## config.mk

```make
export PLATFORM = sky130hd
export DESIGN_NAME = dbus_unit
export DESIGN_NICKNAME = d
export VERILOG_FILES = /design/src/design/dbus_pkg.sv /design/src/design/access_router.sv /design/src/design/burst_engine.sv /design/src/design/dbus_unit.sv /design/src/design/peri_master.sv
export SDC_FILE = /design/constraint.sdc
export NUM_CORES = 1
export LEC_CHECK = 0
export CELL_PAD_IN_SITES_DETAIL_PLACEMENT = 1
export CELL_PAD_IN_SITES_GLOBAL_PLACEMENT = 2
export CORE_AREA = 5 5 229 231
export DETAILED_ROUTE_END_ITERATION = 16
export DIE_AREA = 0 0 234 236
export DONT_BUFFER_PORTS = 1
export PLACE_DENSITY_LB_ADDON = 0.05
export RECOVER_POWER = 25
export SKIP_LAST_GASP = 1
export SLEW_MARGIN = 20
export SYNTH_ARGS = -nofsm -noshare
export SYNTH_HDL_FRONTEND = slang
export SYNTH_SLANG_ARGS = --single-unit
```

## constraint.sdc

```tcl
create_clock -name clk -period 3.2 [get_ports clk]
set_input_delay 0.64 -clock clk [delete_from_list [all_inputs] [get_ports clk]]
set_output_delay 0.64 -clock clk [all_outputs]
set_load 0.01 [all_outputs]
```

## src/design/dbus_pkg.sv

```systemverilog
// Shared types for the data-side bus unit
// Address, word and beat widths
// AHB transfer, burst and size codes
// Master, slave, access and refill structs

`default_nettype none

package dbus_pkg;

	// ==================================================
	// Widths with a meaning
	// ==================================================

	// Byte address
	typedef logic [31:0] addr_t;

	// One data word
	typedef logic [31:0] word_t;

	// Beat index inside an eight-beat line
	typedef logic [2:0] beat_t;

	// ==================================================
	// AHB codes
	// ==================================================

	// Transfer type, BUSY never issued here
	typedef enum logic [1:0] {
		IDLE   = 2'b00,
		BUSY   = 2'b01,
		NONSEQ = 2'b10,
		SEQ    = 2'b11
	} htrans_e;

	localparam logic [2:0] HBURST_SINGLE = 3'b000;
	localparam logic [2:0] HBURST_WRAP8  = 3'b100;
	localparam logic [2:0] HSIZE_WORD    = 3'b010;

	// ==================================================
	// Bus bundles
	// ==================================================

	// Master to slave
	typedef struct packed {
		htrans_e     htrans;
		logic        hwrite;
		addr_t       haddr;
		logic [2:0]  hburst;
		logic [2:0]  hsize;
		word_t       hwdata;
	} ahb_mst_t;

	// Slave to master
	typedef struct packed {
		logic  hreadyout;
		logic  hresp;
		word_t hrdata;
	} ahb_slv_t;

	// Memory-stage access from the pipeline
	typedef struct packed {
		logic  read;
		logic  write;
		addr_t addr;
		word_t wdata;
	} cpu_acc_t;

	// One refill beat for the cache, a word per bank
	typedef struct packed {
		logic  update;
		beat_t beat;
		word_t w1;
		word_t w2;
	} line_upd_t;

endpackage

`default_nettype wire

```

## src/design/access_router.sv

```systemverilog
// Address decoder for memory-stage accesses
// Steers read/write strobes to peripheral or cache side
// Selects the returned read word

`timescale 1ns/10ps
`default_nettype none

module access_router #(
	// Highest peripheral address, inclusive
	parameter dbus_pkg::addr_t PERI_BOUNDARY = 32'h011C
) (
	input  wire dbus_pkg::cpu_acc_t i_acc,
	input  wire dbus_pkg::word_t    i_peri_rdata,
	input  wire dbus_pkg::word_t    i_dmem_rdata,
	output logic                    o_peri_rd,
	output logic                    o_peri_wr,
	output logic                    o_mem_rd,
	output logic                    o_mem_wr,
	output dbus_pkg::word_t         o_rdata
);

	// Peripheral space sits at the bottom of the map
	logic peri_hit;

	assign peri_hit = (i_acc.addr <= PERI_BOUNDARY);

	// ==================================================
	// Strobe steering
	// ==================================================
	always_comb begin
		o_peri_rd = 1'b0;
		o_peri_wr = 1'b0;
		o_mem_rd  = 1'b0;
		o_mem_wr  = 1'b0;
		// Read side
		if (i_acc.read) begin
			if (peri_hit)
				o_peri_rd = 1'b1;
			else
				o_mem_rd = 1'b1;
		end
		// Write side
		if (i_acc.write) begin
			if (peri_hit)
				o_peri_wr = 1'b1;
			else
				o_mem_wr = 1'b1;
		end
	end

	// ==================================================
	// Read data return
	// ==================================================

	// Same decode as the strobes, no extra state
	assign o_rdata = peri_hit ? i_peri_rdata : i_dmem_rdata;

endmodule

`default_nettype wire

```

## src/design/burst_engine.sv

```systemverilog
// Dual-bank WRAP8 burst master
// Line refill into the cache, dirty-line writeback out of it
// Error flag for skewed readiness and for hresp

`timescale 1ns/10ps
`default_nettype none

module burst_engine (
	input  wire logic                clk,
	input  wire logic                rst_n,
	input  wire logic                i_refill_req,
	input  wire logic                i_wb_req,
	input  wire dbus_pkg::addr_t     i_addr,
	input  wire dbus_pkg::word_t     i_dirty_w1,
	input  wire dbus_pkg::word_t     i_dirty_w2,
	input  wire dbus_pkg::ahb_slv_t  i_bank1,
	input  wire dbus_pkg::ahb_slv_t  i_bank2,
	output dbus_pkg::ahb_mst_t       o_bank1,
	output dbus_pkg::ahb_mst_t       o_bank2,
	output dbus_pkg::line_upd_t      o_line,
	output logic                     o_wb_done,
	output logic                     o_data_err
);

	localparam dbus_pkg::beat_t LAST_BEAT = 3'd7;

	dbus_pkg::htrans_e state_q;
	dbus_pkg::htrans_e state_d;
	// Beats done so far, and wrapping index on the bus
	dbus_pkg::beat_t   cnt_q;
	dbus_pkg::beat_t   idx_q;
	dbus_pkg::addr_t   addr_q;
	// High for a writeback burst
	logic              write_q;
	logic              start;
	logic              active;
	logic              both_ready;
	logic              ready_skew;
	logic              beat_fail;
	logic              beat_ok;
	logic              last_beat;

	// Request for one bank; bit 5 picks the bank
	function automatic dbus_pkg::ahb_mst_t bank_req(
		input dbus_pkg::htrans_e trans,
		input logic              wr,
		input dbus_pkg::addr_t   line,
		input dbus_pkg::beat_t   beat,
		input logic              sel,
		input dbus_pkg::word_t   wdata
	);
		dbus_pkg::ahb_mst_t req;
		req.htrans = trans;
		req.hwrite = wr;
		req.haddr  = {line[31:6], sel, beat, 2'b00};
		req.hburst = dbus_pkg::HBURST_WRAP8;
		req.hsize  = dbus_pkg::HSIZE_WORD;
		req.hwdata = wdata;
		return req;
	endfunction

	// ==================================================
	// Beat status
	// ==================================================
	assign active     = (state_q == dbus_pkg::NONSEQ) || (state_q == dbus_pkg::SEQ);
	assign both_ready = i_bank1.hreadyout & i_bank2.hreadyout;
	assign ready_skew = active & (i_bank1.hreadyout ^ i_bank2.hreadyout);
	// Either bank may flag the error
	assign beat_fail  = active & both_ready & (i_bank1.hresp | i_bank2.hresp);
	assign beat_ok    = active & both_ready & ~(i_bank1.hresp | i_bank2.hresp);
	assign last_beat  = (cnt_q == LAST_BEAT);

	// ==================================================
	// FSM next state
	// ==================================================
	always_comb begin
		state_d    = state_q;
		start      = 1'b0;
		o_data_err = 1'b0;
		unique case (state_q)
			dbus_pkg::IDLE: begin
				if (i_refill_req || i_wb_req) begin
					start   = 1'b1;
					state_d = dbus_pkg::NONSEQ;
				end
			end
			dbus_pkg::NONSEQ, dbus_pkg::SEQ: begin
				// Skewed banks hold the beat
				if (ready_skew) begin
					o_data_err = 1'b1;
				end else if (beat_fail) begin
					o_data_err = 1'b1;
					state_d    = dbus_pkg::IDLE;
				end else if (beat_ok) begin
					state_d = last_beat ? dbus_pkg::IDLE : dbus_pkg::SEQ;
				end
			end
			default: state_d = dbus_pkg::IDLE;
		endcase
	end

	// ==================================================
	// State, counters, sampled line
	// ==================================================
	always_ff @(posedge clk or negedge rst_n) begin
		if (!rst_n) begin
			state_q <= dbus_pkg::IDLE;
			cnt_q   <= '0;
			idx_q   <= '0;
			addr_q  <= '0;
			write_q <= 1'b0;
		end else begin
			state_q <= state_d;
			if (start) begin
				cnt_q   <= '0;
				addr_q  <= i_addr;
				// Writeback wins, always from beat 0
				write_q <= i_wb_req;
				idx_q   <= i_wb_req ? 3'd0 : i_addr[4:2];
			end else if (beat_ok) begin
				cnt_q <= cnt_q + 1'b1;
				idx_q <= idx_q + 1'b1;
			end
		end
	end

	// Bank ports
	assign o_bank1 = bank_req(state_q, write_q, addr_q, idx_q, 1'b0, i_dirty_w1);
	assign o_bank2 = bank_req(state_q, write_q, addr_q, idx_q, 1'b1, i_dirty_w2);

	// Refill beat to the cache
	assign o_line.update = beat_ok & ~write_q;
	assign o_line.beat   = idx_q;
	assign o_line.w1     = i_bank1.hrdata;
	assign o_line.w2     = i_bank2.hrdata;

	// Last writeback beat accepted
	assign o_wb_done = beat_ok & write_q & last_beat;

endmodule

`default_nettype wire

```

## src/design/dbus_unit.sv

```systemverilog
// Data-side bus unit top level
// Access router, dual-bank burst engine, peripheral master

`timescale 1ns/10ps
`default_nettype none

module dbus_unit #(
	parameter dbus_pkg::addr_t PERI_BOUNDARY = 32'h011C
) (
	input  wire logic                clk,
	input  wire logic                rst_n,
	// Memory stage
	input  wire dbus_pkg::cpu_acc_t  i_acc,
	output dbus_pkg::word_t          o_rdata,
	output logic                     o_stall,
	// Cache side
	input  wire dbus_pkg::word_t     i_dmem_rdata,
	output logic                     o_mem_rd,
	output logic                     o_mem_wr,
	input  wire logic                i_refill_req,
	input  wire logic                i_wb_req,
	input  wire dbus_pkg::word_t     i_dirty_w1,
	input  wire dbus_pkg::word_t     i_dirty_w2,
	output dbus_pkg::line_upd_t      o_line,
	output logic                     o_wb_done,
	// Error flags
	output logic                     o_data_err,
	output logic                     o_peri_err,
	// AHB ports
	output dbus_pkg::ahb_mst_t       o_bank1,
	input  wire dbus_pkg::ahb_slv_t  i_bank1,
	output dbus_pkg::ahb_mst_t       o_bank2,
	input  wire dbus_pkg::ahb_slv_t  i_bank2,
	output dbus_pkg::ahb_mst_t       o_peri,
	input  wire dbus_pkg::ahb_slv_t  i_peri
);

	// Peripheral strobes from the router
	logic peri_rd;
	logic peri_wr;

	// ==================================================
	// Address decode
	// ==================================================
	access_router #(
		.PERI_BOUNDARY (PERI_BOUNDARY)
	) access_router_inst (
		.i_acc        (i_acc),
		.i_peri_rdata (i_peri.hrdata),
		.i_dmem_rdata (i_dmem_rdata),
		.o_peri_rd    (peri_rd),
		.o_peri_wr    (peri_wr),
		.o_mem_rd     (o_mem_rd),
		.o_mem_wr     (o_mem_wr),
		.o_rdata      (o_rdata)
	);

	// ==================================================
	// Bus masters
	// ==================================================

	// Line address taken from the access in flight
	burst_engine burst_engine_inst (
		.clk          (clk),
		.rst_n        (rst_n),
		.i_refill_req (i_refill_req),
		.i_wb_req     (i_wb_req),
		.i_addr       (i_acc.addr),
		.i_dirty_w1   (i_dirty_w1),
		.i_dirty_w2   (i_dirty_w2),
		.i_bank1      (i_bank1),
		.i_bank2      (i_bank2),
		.o_bank1      (o_bank1),
		.o_bank2      (o_bank2),
		.o_line       (o_line),
		.o_wb_done    (o_wb_done),
		.o_data_err   (o_data_err)
	);

	peri_master peri_master_inst (
		.clk        (clk),
		.rst_n      (rst_n),
		.i_rd       (peri_rd),
		.i_wr       (peri_wr),
		.i_addr     (i_acc.addr),
		.i_wdata    (i_acc.wdata),
		.i_peri     (i_peri),
		.o_peri     (o_peri),
		.o_stall    (o_stall),
		.o_peri_err (o_peri_err)
	);

endmodule

`default_nettype wire

```

## src/design/peri_master.sv

```systemverilog
// SINGLE-transfer AHB master for the peripheral space
// Pipeline stall until completion
// Sticky error flag, cleared by the next transfer

`timescale 1ns/10ps
`default_nettype none

module peri_master (
	input  wire logic               clk,
	input  wire logic               rst_n,
	input  wire logic               i_rd,
	input  wire logic               i_wr,
	input  wire dbus_pkg::addr_t    i_addr,
	input  wire dbus_pkg::word_t    i_wdata,
	input  wire dbus_pkg::ahb_slv_t i_peri,
	output dbus_pkg::ahb_mst_t      o_peri,
	output logic                    o_stall,
	output logic                    o_peri_err
);

	dbus_pkg::htrans_e htrans_q;
	logic              req;
	logic              done;

	assign req  = i_rd | i_wr;
	// Completing cycle, with or without error
	assign done = (htrans_q != dbus_pkg::IDLE) & i_peri.hreadyout;

	// Drops in the completing cycle
	assign o_stall = req & ~done;

	// ==================================================
	// Transfer state and error flag
	// ==================================================
	always_ff @(posedge clk or negedge rst_n) begin
		if (!rst_n) begin
			htrans_q   <= dbus_pkg::IDLE;
			o_peri_err <= 1'b0;
		end else if (done) begin
			// An error ends the transfer too, no retry
			htrans_q   <= dbus_pkg::IDLE;
			o_peri_err <= i_peri.hresp;
		end else if (req && (htrans_q == dbus_pkg::IDLE)) begin
			htrans_q   <= dbus_pkg::NONSEQ;
			o_peri_err <= 1'b0;
		end
	end

	// Address and data straight from the access
	always_comb begin
		o_peri.htrans = htrans_q;
		o_peri.hwrite = i_wr;
		o_peri.haddr  = {i_addr[31:2], 2'b00};
		o_peri.hburst = dbus_pkg::HBURST_SINGLE;
		o_peri.hsize  = dbus_pkg::HSIZE_WORD;
		o_peri.hwdata = i_wdata;
	end

endmodule

`default_nettype wire

```

==> impl_metrics.sql <==
INSERT INTO impl_metrics (metric_group, metric, value, unit) VALUES
('global_routing', 'grt_pass1_wl', '18300', 'um'),
('setup_path', 'worstSetupPathType', 'input port to output pin', ''),
('placement', 'place_congestion', '0.647', ''),
('cells_and_area', 'layout.nets', '473', ''),
('pwr', 'vdd.ir_drop.worst', '0.169', 'mV'),
('global_routing', 'global_route.overflow_total', '0', ''),
('timing', 'rsz0062_at_grt', 'false', ''),
('timing', 'finalSetupViolCount', '0', ''),
('drt', 'via_per_inst', '1.97', ''),
('floorplanning', 'fp-row-count', '82', ''),
('drt', 'drt_drc_violations_left', '0', ''),
('synth', 'fraction_of_registers_with_async_set_reset', '1.00', ''),
('global_routing', 'grt_pass1_vias', '2113', ''),
('pwr', 'p_leak', '1.07', 'nW'),
('cells_and_area', 'syn_to_final_growth', '-18.6', '%'),
('floorplanning', 'die_h', '236', 'um'),
('setup_path', 'arrival', '2360', 'ps'),
('placement', 'placed_cells_incl_taps', '865', ''),
('timing', 'worstMarginPinSlew', '1570', 'ps'),
('floorplanning', 'die-area', '55200', 'um^2'),
('timing', 'finalCriticalPeriod', '3000', 'ps'),
('cells_and_area', 'layout.core_utilization', '0.0644', ''),
('drt', 'drt-total-wl', '13500', 'um'),
('synth', 'synth_flop_cell', 'dfrtp_1', ''),
('clock_tree', 'cts.root.buffer_cell', 'clkbuf_16', ''),
('job', 'maxCapViolations', '1', ''),
('drt', 'wl_per_instance', '15.4', 'um'),
('cells_and_area', 'final_layout_size_suffix_gt1_frac', '0.317', ''),
('synth', 'synth_cell_type_count', '30', ''),
('drt', 'detailroute.via_count', '1722', ''),
('timing', 'holdWs', '30.2', 'ps'),
('floorplanning', 'floorplan.core_area', '49900', 'um^2'),
('synth', 'combinational_family_with_the_most_area_after_synthesis', 'buffers and inverters', ''),
('synth', 'synth_sequential_area_ratio', '0.235', ''),
('synth', 'yosysTopAreaCell', 'buf_4', ''),
('synth', 'synth.top_cell.area_share', '0.486', ''),
('global_routing', 'grtUsageTotal', '0.0471', ''),
('drt', 'initial_drc_count', '19', ''),
('floorplanning', 'num_io_pins', '593', ''),
('timing', 'slew_viol_final', '20', ''),
('synth', 'ffs_latches_synth', '37', ''),
('clock_tree', 'cts_made_buffers', '5', ''),
('clock_tree', 'clkSlewWorstSetupHoldPaths', '70', 'ps'),
('outcome', 'violations', 'capacitance limit, slew limit', ''),
('setup_path', 'worst-r2r-setup-slack', '1120', 'ps'),
('synth', 'post_synth_instance_area', '3940', 'um^2'),
('clock_tree', 'worstSkewPairLatency', '310', 'ps'),
('synth', 'synth_compound_gate_area_share', '0.0213', ''),
('synth', 'netlist_top_cells_area', 'buf_4 (49%), dfrtp_1 (23%), mux2_2 (13%)', ''),
('floorplanning', 'floorplan.initialDensity', '0.0790', ''),
('synth', 'yosys.area_share.adder', '0.0127', ''),
('synth', 'yosys_warnings', '0', ''),
('timing', 'hold_viol_final', '0', ''),
('cells_and_area', 'fin_cells', '875', ''),
('drt', 'ant_nets', '0', ''),
('outcome', 'run_status', 'finished with violations', ''),
('placement', 'placement.io_buffers', '0', ''),
('drt', 'dr.pass1.iters', '4', ''),
('timing', 'fin_skew', '10.9', 'ps'),
('cells_and_area', 'area_of_all_sequential_standard_cells', '926', 'um^2'),
('pwr', 'power_density_over_the_cells', '697', 'nW/um^2'),
('cells_and_area', 'n_fill_cell', '5951', ''),
('min_path', 'worst_hold_path_type', 'input port to asynchronous set/reset pin', ''),
('clock_tree', 'clkSinkCount', '37', ''),
('timing', 'timing.final.crit_share', '0.939', ''),
('timing', 'relSlewSlack', '-0.0494', ''),
('pwr', 'totalPowerFinal', '2.24', 'mW'),
('clock_tree', 'clock_tree.buffer_depth', '2', ''),
('synth', 'count_of_flip_flops_with_a_built_in_enable_after_synthesis', '0', ''),
('cells_and_area', 'multi_input_comb_area', '1150', 'um^2'),
('clock_tree', 'postCtsSetupBuffers', '0', '');
==> flip-flops by register name, indices dropped and copies added, names as in the netlist <==
register                     count
burst_engine_inst.addr_q        26
burst_engine_inst.cnt_q          3
burst_engine_inst.idx_q          3
burst_engine_inst.state_q        2
burst_engine_inst.write_q        1
peri_master_inst.htrans_q        1
peri_master_inst.o_peri_err      1
==> worst max-delay path: stages <==
cell and delay, ps:
nor4_1 370, buf_4 180, nand4_1 100, buf_4 160
a211oi_4 220, buf_12 250, mux2_2 410
==> cells by family (layout without fill, tap and decap cells) <==
group | count (synthesis) | in the layout
fa+ha+maj | 4 | 4
compound gates | 12 | 12
buf+inv | 265 | 23
xor+xnor | 3 | 3
flops | 37 | 37
simple gates | 34 | 34
other cells | 2 | 28
mux | 62 | 62
==> cell usage in the layout, fill, tap and decap left out <==
master | Yosys | routed
o21a_2 | 0 | 1
o2111ai_1 | 1 | 1
clkbuf_1 | 1 | 3
conb_1 | 2 | 27
dfrtp_1 | 37 | 37
and2_1 | 1 | 1
nor2b_1 | 2 | 2
nand2_1 | 5 | 5
clkbuf_16 | 0 | 5
o21a_1 | 2 | 1
buf_4 | 255 | 8
mux2_2 | 44 | 44
xor2_1 | 3 | 3
ha_1 | 4 | 4
diode_2 | 0 | 1
mux2i_1 | 4 | 4
o21ai_0 | 5 | 5
and3b_1 | 1 | 1
a22o_1 | 2 | 2
clkbuf_8 | 0 | 1
nor3_1 | 2 | 2
nor2_1 | 10 | 10
or3_1 | 1 | 1
inv_1 | 3 | 3
nand4_1 | 2 | 2
buf_12 | 0 | 2
nor4_2 | 0 | 1
nor4_1 | 5 | 4
nand3b_1 | 4 | 4
nand3_1 | 1 | 1
a21oi_1 | 1 | 1
bufinv_16 | 0 | 1
a211oi_4 | 0 | 1
mux2_1 | 14 | 14
==> path summary, 6_finish.rpt <==
check,from,end,cells after the start
hold reg to reg,burst_engine_inst.cnt_q[2],burst_engine_inst.cnt_q[2],2
hold / removal,rst_n,peri_master_inst.htrans_q[1],0
setup / recovery,i_acc[59],o_rdata[13],7
max in group asynchronous,rst_n,burst_engine_inst.addr_q[18],1
setup reg to reg,burst_engine_inst.state_q[1],burst_engine_inst.addr_q[9],5
min in group clk,i_acc[63],burst_engine_inst.addr_q[31],1
==> per-layer routing <==
layer / global-route usage / wire length [um] / vias up
li1: - / - / 638
met1: 0.0526 / 5100 / 818
met2: 0.0697 / 6190 / 220
met3: 0.0297 / 1710 / 44
met4: 0.0228 / 475 / 2
met5: 0 / 20 / -
==> area by class of cell <==
| type | instances | area share |
|---|---|---|
| multi-input combinational | 142 | 0.358 |
| sequential | 37 | 0.288 |
| timing repair buffer | 12 | 0.0335 |
| clock buffer | 7 | 0.0444 |
| antenna | 1 | 0.000780 |
| tap | 672 | 0.262 |
| inverter | 3 | 0.00351 |
| clock inverter | 1 | 0.00936 |
==> cells in the mapped netlist, types with 2 or more instances <==
library cell,number
ha_1,4
o21a_1,2
nand2_1,5
mux2i_1,4
xor2_1,3
inv_1,3
o21ai_0,5
nor2b_1,2
buf_4,255
dfrtp_1,37
nor3_1,2
nand3b_1,4
buf_2,4
nand4_1,2
a22o_1,2
conb_1,2
mux2_2,44
nor2_1,10
mux2_1,14
nor4_1,5
==> power breakdown <==
| group | switching, mW | internal, mW |
|---|---|---|
| clock network | 0.250 | 0.391 |
| registers | 0.449 | 0.673 |
| logic | 0.223 | 0.249 |
| total | 0.922 | 1.31 |
==> per-stage QoR <==
stage               setup WS (ps)  TNS [ps]
floorplan                     676         0
global placement             -256     -8720
detailed placement           -264     -8650
CTS                          33.1         0
global route                 23.2         0
finish                        196         0
==> what timing repair did <==
action	in CTS	in global routing
hold buffers	1	0
endpoints found under the hold margin	19	0
endpoints found under the setup margin	36	0
gates resized for setup	1	0
Note: power is estimated with default switching activity, not from simulation.
